[src/hw/daq_bus_pkg.sv]
package daq_bus_pkg;

    // Bus widths
    localparam int ADDR_W = 32;
    localparam int REG_W = 8;

    // Chip reset pulse length field
    localparam int PULSE_WIDTH_W = 8;

    typedef logic [REG_W-1:0] reg_data_t;

    // One APB request, setup and access phase alike
    typedef struct packed {
        logic psel;
        logic penable;
        logic pwrite;
        logic [ADDR_W-1:0] paddr;
        reg_data_t pwdata;
    } apb_req_t;

    // Register map
    localparam logic [ADDR_W-1:0] ADDR_VERSION = 32'd0;
    localparam logic [ADDR_W-1:0] ADDR_VER_MINOR = 32'd1;
    localparam logic [ADDR_W-1:0] ADDR_VER_MAJOR = 32'd2;
    localparam logic [ADDR_W-1:0] ADDR_BOARD = 32'd3;
    localparam logic [ADDR_W-1:0] ADDR_CONFIGURED = 32'd4;
    localparam logic [ADDR_W-1:0] ADDR_CONTROL = 32'd16;
    localparam logic [ADDR_W-1:0] ADDR_PULSE_WIDTH = 32'd17;
    localparam logic [ADDR_W-1:0] ADDR_PULSE_START = 32'd18;

    // Register block version, read at ADDR_VERSION
    localparam reg_data_t MODULE_VERSION = 8'd1;

    // Control register bits
    localparam int CTRL_TRIGGER_EN = 0;
    localparam int CTRL_TDC_EN = 1;
    localparam int CTRL_RESET_HOLD = 2;
    localparam int CTRL_W = 3;

    // Settings driven to the data path and the pulser
    typedef struct packed {
        logic trigger_en;
        logic tdc_en;
        logic reset_hold;
        logic [PULSE_WIDTH_W-1:0] pulse_width;
        logic pulse_start;
    } ctrl_t;

endpackage

[src/hw/daq_data_pkg.sv]
package daq_data_pkg;

    // Word width toward the external FIFO
    localparam int WORD_W = 32;

    // TDC word field widths
    localparam int TDC_ID_W = 4;
    localparam int TDC_HIT_W = 12;
    localparam int TDC_LEN_W = 16;

    typedef logic [WORD_W-1:0] daq_word_t;

    // Trigger word, flag always set
    typedef struct packed {
        logic flag;
        logic [WORD_W-2:0] number;
    } trigger_word_t;

    // TDC word: id, hit number, high time in cycles
    typedef struct packed {
        logic [TDC_ID_W-1:0] id;
        logic [TDC_HIT_W-1:0] hit;
        logic [TDC_LEN_W-1:0] width;
    } tdc_word_t;

    // Identifier in the top nibble of TDC words
    localparam logic [TDC_ID_W-1:0] TDC_ID = 4'd2;

    // Width saturates here
    localparam logic [TDC_LEN_W-1:0] TDC_WIDTH_MAX = '1;

    // Source head word toward the arbiter
    typedef struct packed {
        logic valid;
        daq_word_t word;
    } src_port_t;

endpackage

[src/hw/daq_core.sv]
module daq_core #(
    parameter daq_bus_pkg::reg_data_t VERSION_MAJOR = 8'd1,
    parameter daq_bus_pkg::reg_data_t VERSION_MINOR = 8'd2,
    parameter daq_bus_pkg::reg_data_t BOARD_ID = 8'd0,
    parameter int FIFO_DEPTH = 8
) (
    input  logic                    BUS_CLK,
    input  logic                    BUS_RST,
    input  daq_bus_pkg::apb_req_t   apb,
    output daq_bus_pkg::reg_data_t  prdata,
    input  logic                    trigger,
    input  logic                    hitor,
    output daq_data_pkg::daq_word_t out_word,
    output logic                    out_write,
    input  logic                    out_ready,
    output logic                    trigger_busy,
    output logic                    chip_reset_n
);

    daq_bus_pkg::ctrl_t ctrl;

    // Source heads and their grants
    daq_data_pkg::src_port_t trig_src;
    daq_data_pkg::src_port_t tdc_src;
    logic trig_grant;
    logic tdc_grant;

    daq_regs #(
        .VERSION_MAJOR(VERSION_MAJOR),
        .VERSION_MINOR(VERSION_MINOR),
        .BOARD_ID(BOARD_ID)
    ) u_regs (
        .BUS_CLK(BUS_CLK),
        .BUS_RST(BUS_RST),
        .apb(apb),
        .prdata(prdata),
        .ctrl(ctrl)
    );

    reset_pulser u_rst_pulser (
        .BUS_CLK(BUS_CLK),
        .BUS_RST(BUS_RST),
        .pulse_start(ctrl.pulse_start),
        .pulse_width(ctrl.pulse_width),
        .reset_hold(ctrl.reset_hold),
        .chip_reset_n(chip_reset_n)
    );

    trigger_recorder #(
        .FIFO_DEPTH(FIFO_DEPTH)
    ) u_trig (
        .BUS_CLK(BUS_CLK),
        .BUS_RST(BUS_RST),
        .trigger(trigger),
        .trigger_en(ctrl.trigger_en),
        .src(trig_src),
        .grant(trig_grant),
        .trigger_busy(trigger_busy)
    );

    hitor_tdc #(
        .FIFO_DEPTH(FIFO_DEPTH)
    ) u_tdc (
        .BUS_CLK(BUS_CLK),
        .BUS_RST(BUS_RST),
        .hitor(hitor),
        .tdc_en(ctrl.tdc_en),
        .src(tdc_src),
        .grant(tdc_grant)
    );

    rr_arbiter u_arb (
        .BUS_CLK(BUS_CLK),
        .BUS_RST(BUS_RST),
        .trig_src(trig_src),
        .tdc_src(tdc_src),
        .trig_grant(trig_grant),
        .tdc_grant(tdc_grant),
        .out_word(out_word),
        .out_write(out_write),
        .out_ready(out_ready)
    );

endmodule

[src/hw/daq_regs.sv]
module daq_regs #(
    parameter daq_bus_pkg::reg_data_t VERSION_MAJOR = 8'd0,
    parameter daq_bus_pkg::reg_data_t VERSION_MINOR = 8'd0,
    parameter daq_bus_pkg::reg_data_t BOARD_ID = 8'd0
) (
    input  logic                   BUS_CLK,
    input  logic                   BUS_RST,
    input  daq_bus_pkg::apb_req_t  apb,
    output daq_bus_pkg::reg_data_t prdata,
    output daq_bus_pkg::ctrl_t     ctrl
);

    // Access phase strobes
    logic wr_acc;
    logic rd_acc;

    // Software-set clock configured flag
    logic configured;
    logic [daq_bus_pkg::CTRL_W-1:0] control;
    logic [daq_bus_pkg::PULSE_WIDTH_W-1:0] pulse_width;
    logic pulse_start;

    assign wr_acc = apb.psel & apb.penable & apb.pwrite;
    assign rd_acc = apb.psel & apb.penable & ~apb.pwrite;

    always_ff @(posedge BUS_CLK) begin
        if (BUS_RST) begin
            configured <= 1'b0;
            control <= '0;
            pulse_width <= '0;
            pulse_start <= 1'b0;
        end else begin
            // Strobe only for the cycle after the write
            pulse_start <= 1'b0;
            if (wr_acc) begin
                case (apb.paddr)
                    daq_bus_pkg::ADDR_CONFIGURED: begin
                        configured <= apb.pwdata[0];
                    end
                    daq_bus_pkg::ADDR_CONTROL: begin
                        control <= apb.pwdata[daq_bus_pkg::CTRL_W-1:0];
                    end
                    daq_bus_pkg::ADDR_PULSE_WIDTH: begin
                        pulse_width <= apb.pwdata;
                    end
                    // Any value starts the pulse
                    daq_bus_pkg::ADDR_PULSE_START: begin
                        pulse_start <= 1'b1;
                    end
                    default: begin
                    end
                endcase
            end
        end
    end

    // Zero-latency read mux
    always_comb begin
        prdata = '0;
        if (rd_acc) begin
            case (apb.paddr)
                daq_bus_pkg::ADDR_VERSION: prdata = daq_bus_pkg::MODULE_VERSION;
                daq_bus_pkg::ADDR_VER_MINOR: prdata = VERSION_MINOR;
                daq_bus_pkg::ADDR_VER_MAJOR: prdata = VERSION_MAJOR;
                daq_bus_pkg::ADDR_BOARD: prdata = BOARD_ID;
                daq_bus_pkg::ADDR_CONFIGURED: prdata = {7'd0, configured};
                daq_bus_pkg::ADDR_CONTROL: begin
                    prdata = {{(daq_bus_pkg::REG_W - daq_bus_pkg::CTRL_W){1'b0}}, control};
                end
                daq_bus_pkg::ADDR_PULSE_WIDTH: prdata = pulse_width;
                // Start register is write-only, reads as zero
                default: prdata = '0;
            endcase
        end
    end

    // Fan out to the neighbors
    always_comb begin
        ctrl.trigger_en = control[daq_bus_pkg::CTRL_TRIGGER_EN];
        ctrl.tdc_en = control[daq_bus_pkg::CTRL_TDC_EN];
        ctrl.reset_hold = control[daq_bus_pkg::CTRL_RESET_HOLD];
        ctrl.pulse_width = pulse_width;
        ctrl.pulse_start = pulse_start;
    end

endmodule

[src/hw/hitor_tdc.sv]
module hitor_tdc #(
    parameter int FIFO_DEPTH = 8
) (
    input  logic                   BUS_CLK,
    input  logic                   BUS_RST,
    input  logic                   hitor,
    input  logic                   tdc_en,
    output daq_data_pkg::src_port_t src,
    input  logic                   grant
);

    logic [1:0] hit_sync;
    logic hit_prev;
    logic hit_rise;
    logic hit_fall;

    // Pulse started while enabled and still valid
    logic armed;
    logic [daq_data_pkg::TDC_LEN_W-1:0] width_cnt;
    logic [daq_data_pkg::TDC_HIT_W-1:0] hit_num;

    logic hit_done;
    logic fifo_wr;
    logic fifo_empty;
    logic fifo_full;
    daq_data_pkg::tdc_word_t wr_word;
    daq_data_pkg::tdc_word_t rd_word;

    assign hit_rise = hit_sync[1] & ~hit_prev;
    assign hit_fall = ~hit_sync[1] & hit_prev;

    // Completed pulse, counted even if the word is dropped
    assign hit_done = hit_fall & armed & tdc_en;
    assign fifo_wr = hit_done & ~fifo_full;

    always_ff @(posedge BUS_CLK) begin
        if (BUS_RST) begin
            hit_sync <= '0;
            hit_prev <= 1'b0;
            armed <= 1'b0;
            width_cnt <= '0;
            hit_num <= '0;
        end else begin
            hit_sync <= {hit_sync[0], hitor};
            hit_prev <= hit_sync[1];
            if (hit_rise) begin
                // First high sample counts as one
                armed <= tdc_en;
                width_cnt <= 1;
            end else if (hit_sync[1] && width_cnt != daq_data_pkg::TDC_WIDTH_MAX) begin
                width_cnt <= width_cnt + 1'b1;
            end
            // Disable mid-pulse discards it
            if (!tdc_en) begin
                armed <= 1'b0;
            end
            if (hit_done) begin
                armed <= 1'b0;
                hit_num <= hit_num + 1'b1;
            end
        end
    end

    always_comb begin
        wr_word.id = daq_data_pkg::TDC_ID;
        wr_word.hit = hit_num;
        wr_word.width = width_cnt;
    end

    word_fifo #(
        .payload_t(daq_data_pkg::tdc_word_t),
        .DEPTH(FIFO_DEPTH)
    ) u_fifo (
        .BUS_CLK(BUS_CLK),
        .BUS_RST(BUS_RST),
        .wr_en(fifo_wr),
        .wr_data(wr_word),
        .rd_en(grant),
        .rd_data(rd_word),
        .empty(fifo_empty),
        .full(fifo_full)
    );

    assign src.valid = ~fifo_empty;
    assign src.word = daq_data_pkg::daq_word_t'(rd_word);

endmodule

[src/hw/reset_pulser.sv]
module reset_pulser (
    input  logic                                  BUS_CLK,
    input  logic                                  BUS_RST,
    input  logic                                  pulse_start,
    input  logic [daq_bus_pkg::PULSE_WIDTH_W-1:0] pulse_width,
    input  logic                                  reset_hold,
    output logic                                  chip_reset_n
);

    // Remaining pulse cycles
    logic [daq_bus_pkg::PULSE_WIDTH_W-1:0] remain;
    logic pulse;

    always_ff @(posedge BUS_CLK) begin
        if (BUS_RST) begin
            remain <= '0;
        end else if (pulse_start) begin
            // Restart, also when a pulse is running
            remain <= pulse_width;
        end else if (remain != '0) begin
            remain <= remain - 1'b1;
        end
    end

    // Pulse lasts exactly pulse_width cycles, none for zero
    assign pulse = (remain != '0);

    // Active low toward the chip
    // hold bit overrides the timed pulse
    assign chip_reset_n = ~(pulse | reset_hold);

endmodule

[src/hw/rr_arbiter.sv]
module rr_arbiter (
    input  logic                    BUS_CLK,
    input  logic                    BUS_RST,
    input  daq_data_pkg::src_port_t trig_src,
    input  daq_data_pkg::src_port_t tdc_src,
    output logic                    trig_grant,
    output logic                    tdc_grant,
    output daq_data_pkg::daq_word_t out_word,
    output logic                    out_write,
    input  logic                    out_ready
);

    // Set when the TDC source was served last
    logic last_tdc;

    // Output register free now or emptying this cycle
    logic can_load;
    logic pick_trig;
    logic pick_tdc;

    assign can_load = ~out_write | out_ready;

    // TDC wins a tie only when the trigger source was served last
    assign pick_tdc = tdc_src.valid & (~trig_src.valid | ~last_tdc);
    assign pick_trig = trig_src.valid & ~pick_tdc;

    assign trig_grant = can_load & pick_trig;
    assign tdc_grant = can_load & pick_tdc;

    // Control state
    always_ff @(posedge BUS_CLK) begin
        if (BUS_RST) begin
            out_write <= 1'b0;
            last_tdc <= 1'b0;
        end else begin
            if (trig_grant | tdc_grant) begin
                out_write <= 1'b1;
                last_tdc <= tdc_grant;
            end else if (out_ready) begin
                // Word left, nothing new
                out_write <= 1'b0;
            end
        end
    end

    // Output word, held until out_ready
    always_ff @(posedge BUS_CLK) begin
        if (tdc_grant) begin
            out_word <= tdc_src.word;
        end else if (trig_grant) begin
            out_word <= trig_src.word;
        end
    end

endmodule

[src/hw/trigger_recorder.sv]
module trigger_recorder #(
    parameter int FIFO_DEPTH = 8
) (
    input  logic                   BUS_CLK,
    input  logic                   BUS_RST,
    input  logic                   trigger,
    input  logic                   trigger_en,
    output daq_data_pkg::src_port_t src,
    input  logic                   grant,
    output logic                   trigger_busy
);

    // Two-flop synchronizer plus edge history
    logic [1:0] trig_sync;
    logic trig_prev;
    logic trig_rise;

    // Next trigger number
    logic [daq_data_pkg::WORD_W-2:0] trig_num;

    logic accept;
    logic fifo_empty;
    logic fifo_full;
    daq_data_pkg::trigger_word_t wr_word;
    daq_data_pkg::trigger_word_t rd_word;

    always_ff @(posedge BUS_CLK) begin
        if (BUS_RST) begin
            trig_sync <= '0;
            trig_prev <= 1'b0;
            trig_num <= '0;
        end else begin
            trig_sync <= {trig_sync[0], trigger};
            trig_prev <= trig_sync[1];
            if (accept) begin
                trig_num <= trig_num + 1'b1;
            end
        end
    end

    assign trig_rise = trig_sync[1] & ~trig_prev;

    // Edges while disabled or full are lost
    assign accept = trig_rise & trigger_en & ~fifo_full;

    always_comb begin
        wr_word.flag = 1'b1;
        wr_word.number = trig_num;
    end

    word_fifo #(
        .payload_t(daq_data_pkg::trigger_word_t),
        .DEPTH(FIFO_DEPTH)
    ) u_fifo (
        .BUS_CLK(BUS_CLK),
        .BUS_RST(BUS_RST),
        .wr_en(accept),
        .wr_data(wr_word),
        .rd_en(grant),
        .rd_data(rd_word),
        .empty(fifo_empty),
        .full(fifo_full)
    );

    assign src.valid = ~fifo_empty;
    assign src.word = daq_data_pkg::daq_word_t'(rd_word);
    assign trigger_busy = fifo_full;

endmodule

[src/hw/word_fifo.sv]
module word_fifo #(
    parameter type payload_t = logic [31:0],
    parameter int DEPTH = 8
) (
    input  logic     BUS_CLK,
    input  logic     BUS_RST,
    input  logic     wr_en,
    input  payload_t wr_data,
    input  logic     rd_en,
    output payload_t rd_data,
    output logic     empty,
    output logic     full
);

    localparam int PTR_W = (DEPTH > 1) ? $clog2(DEPTH) : 1;
    localparam int CNT_W = $clog2(DEPTH + 1);

    payload_t mem [DEPTH];

    logic [PTR_W-1:0] wr_ptr;
    logic [PTR_W-1:0] rd_ptr;
    logic [CNT_W-1:0] count;

    // Qualified strobes
    logic do_wr;
    logic do_rd;

    assign empty = (count == '0);
    assign full = (count == CNT_W'(DEPTH));
    assign do_wr = wr_en & ~full;
    assign do_rd = rd_en & ~empty;

    // Show-ahead read port
    assign rd_data = mem[rd_ptr];

    // Storage, no reset
    always_ff @(posedge BUS_CLK) begin
        if (do_wr) begin
            mem[wr_ptr] <= wr_data;
        end
    end

    always_ff @(posedge BUS_CLK) begin
        if (BUS_RST) begin
            wr_ptr <= '0;
            rd_ptr <= '0;
            count <= '0;
        end else begin
            if (do_wr) begin
                wr_ptr <= (wr_ptr == PTR_W'(DEPTH - 1)) ? '0 : wr_ptr + 1'b1;
            end
            if (do_rd) begin
                rd_ptr <= (rd_ptr == PTR_W'(DEPTH - 1)) ? '0 : rd_ptr + 1'b1;
            end
            // Simultaneous read and write keeps the count
            if (do_wr & ~do_rd) begin
                count <= count + 1'b1;
            end else if (do_rd & ~do_wr) begin
                count <= count - 1'b1;
            end
        end
    end

endmodule

[config.mk]
export PLATFORM = sky130hd
export DESIGN_NAME = daq_core
export DESIGN_NICKNAME = d
export VERILOG_FILES = /design/src/hw/daq_bus_pkg.sv /design/src/hw/daq_data_pkg.sv /design/src/hw/daq_core.sv /design/src/hw/daq_regs.sv /design/src/hw/hitor_tdc.sv /design/src/hw/reset_pulser.sv /design/src/hw/rr_arbiter.sv /design/src/hw/trigger_recorder.sv /design/src/hw/word_fifo.sv
export SDC_FILE = /design/constraint.sdc
export NUM_CORES = 1
export LEC_CHECK = 0
export ABC_AREA = 0
export BUFFER_PORTS_ARGS = -buffer_cell sky130_fd_sc_hd__buf_2
export CORE_ASPECT_RATIO = 1.4
export CORE_MARGIN = 2
export CORE_UTILIZATION = 30
export DETAILED_ROUTE_END_ITERATION = 10
export GPL_ROUTABILITY_DRIVEN = 0
export GPL_TIMING_DRIVEN = 0
export PLACE_DENSITY_LB_ADDON = 0.25
export SLEW_MARGIN = 40
export SYNTH_ARGS = -nofsm -noshare
export SYNTH_HDL_FRONTEND = slang
export SYNTH_SLANG_ARGS = --single-unit
[constraint.sdc]
create_clock -name BUS_CLK -period 4.43 [get_ports BUS_CLK]
set_input_delay 0.443 -clock BUS_CLK [delete_from_list [all_inputs] [get_ports BUS_CLK]]
set_output_delay 0.443 -clock BUS_CLK [all_outputs]
set_load 0.02 [all_outputs]
==> flow_summary_export.csv <==
group,metric,value,unit
timing,skew,34.6,ps
logic_synthesis,synth_top_area_cell,"edfxtp_1",
timing,rsz0062_at_grt,"false",
logic_synthesis,synth.distinct_cells,58,
logic_synthesis,synth_fp_nets,1548,
placed_design,dpl_cell_area,27300,um^2
placed_design,placed_cells,2730,
logic_synthesis,syn_inst,1480,
cells_and_area,drive_above_1_share,25.8,%
global_route,grt_max_degree,28,
logic_synthesis,syn_area_per_cell,16.7,um^2
global_route,grt_pass1_wl,93.0,mm
clock_network,h-tree-depth,2,
logic_synthesis,ys_ff_latch,619,
route,drtAntennaViolNets,0,
die,die_w,246,um
clock_network,cts.clk_slew.worst_paths,60,ps
timing,worst_slew_pin_slew,844,ps
worst_setup_path,crit_fanout,9,
logic_synthesis,synth.area.top_cells,"edfxtp_1 61%, mux4_2 11%, dfxtp_1 9.3%, mux2i_1 1.9%, a21oi_1 1.8%",
cells_and_area,utilization,35.8,%
route,wl_per_cell,22.3,um
timing,fmax,295,MHz
clock_network,cts_tree,"built",
timing,layout_worst_path_cycle_share,76.6,%
route,drt_first_pass_iters,5,
worst_setup_path,crit_arrival,3730,ps
clock_network,cts_made_buffers,56,
route,num_vias,14000,
timing,maxSlewViolCount,0,
logic_synthesis,syn_area,24700,um^2
timing,min_period,3390,ps
logic_synthesis,ys_async_sr_fraction,0,%
global_route,antenna_found_initial,1,
route,routed_via_density,4.94,
die,ioPinCount,91,
clock_network,post_cts_buffers,0,
die,die_h,343,um
timing,setup_viol,0,
worst_setup_path,worstPathRequired,4770,ps
die,num_rows,124,
cells_and_area,fin_cells,2836,
pwr,power_density,488,nW/um^2
timing,slew_headroom,43.4,%
placed_design,io_buffer_count,89,
worst_setup_path,end_kind,"flop",
die,fp.dieArea,84600,um^2
global_route,grt.total_usage,14.9,%
route,first_iter_violations,1009,
worst_setup_path,path_class,"reg2reg",
cells_and_area,stdcell_area,29200,um^2
route,wl,63.2,mm
logic_synthesis,synth-seq-area-share,70.7,%
clock_network,clockBufferDepth,3,
logic_synthesis,yosysWarnings,0,
cells_and_area,area_delta_synth_final,18.4,%
placed_design,dp_hpwl,45.6,mm
flow_run,drv_cap,0,
global_route,grt_overflow,0,
global_route,grt_pass1_vias,14500,
timing,hold_viol,0,
pwr,fin_total_pwr,14.3,mW
logic_synthesis,synth_edf_count,504,
logic_synthesis,yosysMostFrequentCell,"edfxtp_1",
run_status,status,"complete, no violations",
worst_setup_path,crit_path_start_kind,"flop",
logic_synthesis,synth_top_area_share,61.3,%
logic_synthesis,synth-main-ff-cell,"edfxtp_1",
cells_and_area,final_nets,1786,
clock_network,numClockSinks,619,
min_path,worstHoldPathType,"in2reg",
route,drcViolationCount,0,
cells_and_area,antenna_cells,0,
die,core_area,81600,um^2
pwr,p_leak,9.25,nW
pwr,irDropWorstVdd,295,uV
logic_synthesis,synth_common_cells,"504 x edfxtp_1, 118 x mux4_2, 115 x dfxtp_1",
clock_network,clk_latency,640,ps
clock_network,cts_root_buf,"clkbuf_16",
die,start_util,30.2,%
[area by class of cell]
type / count / area [um^2]
Timing Repair Buffer: 180 / 1150
Sequential cell: 619 / 17400
Fill cell: 7763 / 52400
Tap cell: 1071 / 1340
Clock inverter: 26 / 302
Multi-Input combinational cell: 758 / 6940
Buffer: 78 / 335
Clock buffer: 79 / 1630
Inverter: 25 / 93.8
[where the power goes]
group / total (mW) / internal [mW] / switching (mW)
Sequential: 6.70 / 6.58 / 0.117
Combinational: 2.52 / 0.838 / 1.69
Clock: 5.04 / 2.87 / 2.17
Total: 14.3 / 10.3 / 3.97
[logic make-up after synthesis]
logic type / count (synthesis) / synth area share (%)
buffers and inverters: 103 / 1.68
multiplexers: 175 / 13.1
AO/OA/AOI/OAI: 187 / 4.69
XOR/XNOR: 20 / 0.710
AND/OR/NAND/NOR: 354 / 7.97
flip-flops: 619 / 70.7
adder cells (fa/ha/maj): 22 / 1.16
[cell usage in the layout (no fill, tap or decap), types with 17 or more instances in the layout]
cell type | synthesis | routed
edfxtp_1 | 504 | 504
buf_2 | 16 | 142
mux4_2 | 118 | 118
dfxtp_1 | 115 | 115
a21oi_1 | 88 | 88
nand2_1 | 61 | 60
clkbuf_16 | 0 | 58
nor2_1 | 61 | 57
clkbuf_1 | 53 | 55
nor2b_1 | 46 | 46
mux2i_1 | 46 | 46
buf_4 | 0 | 45
a211oi_1 | 38 | 38
nand4_1 | 27 | 27
or3_1 | 25 | 25
o31ai_1 | 24 | 24
inv_1 | 23 | 23
nand3_1 | 20 | 20
ha_1 | 18 | 18
nor4_1 | 19 | 17
or4_1 | 17 | 17
[flip-flops by register name, indices dropped and copies added, names as in the netlist, 2 cells and up, named ones only]
name and cells:
u_regs.pulse_width 8, u_trig.u_fifo.count 4, u_tdc.u_fifo.mem 224, u_tdc.u_fifo.rd_ptr 3, u_tdc.u_fifo.wr_ptr 3, u_arb.out_word 32, u_tdc.hit_num 12, u_trig.u_fifo.rd_ptr 3
u_trig.trig_sync 2, u_tdc.hit_sync 2, u_rst_pulser.remain 8, u_tdc.width_cnt 16, u_trig.u_fifo.wr_ptr 3, u_trig.u_fifo.mem 248, u_regs.control 3, u_trig.trig_num 31
u_tdc.u_fifo.count 4
[critical path, cell delays in order (launching register included)]
cell and delay, ps:
dfxtp_1 300, clkbuf_1 250, nand4b_1 410, a21o_1 240
clkbuf_1 230, inv_1 190, nand2_1 230, nor3_2 510
buf_4 280, buf_2 240, buf_4 210
[worst paths after layout]
path / from / endpoint / slack, ps / cells past startpoint
setup / recovery: u_tdc.hit_sync[1] / u_tdc.u_fifo.mem[4][11] / 1040 / 10
hold / removal: hitor / u_tdc.hit_sync[0] / 50 / 2
setup reg to reg: u_tdc.hit_sync[1] / u_tdc.u_fifo.mem[4][11] / 1040 / 10
hold reg to reg: u_trig.trig_sync[0] / u_trig.trig_sync[1] / 440 / 1
[repair_timing]
item	CTS	global route
hold buffers	1	0
endpoints found under the hold margin	1	0
gates resized for setup	0	0
[metrics by stage]
stage               hold slack (ps)  TNS, ps  worst slack (ps)
finish                         51.3        0              1040
global route                   54.2        0               789
global placement                430  -854590             -3910
CTS                            39.1        0               976
detailed placement              425        0               993
floorplan                       414        0               203
[metal layers]
| metal | vias to the layer above | track usage (%) | share of wire (%) |
|---|---|---|---|
| li1 | 6360 | - | - |
| met1 | 7219 | 17.1 | 39 |
| met2 | 310 | 28.0 | 54 |
| met5 | - | 0 | 0.017 |
| met4 | 2 | 5.23 | 3.1 |
| met3 | 106 | 2.35 | 4.0 |
No activity file was read; power rests on OpenSTA's default activity.
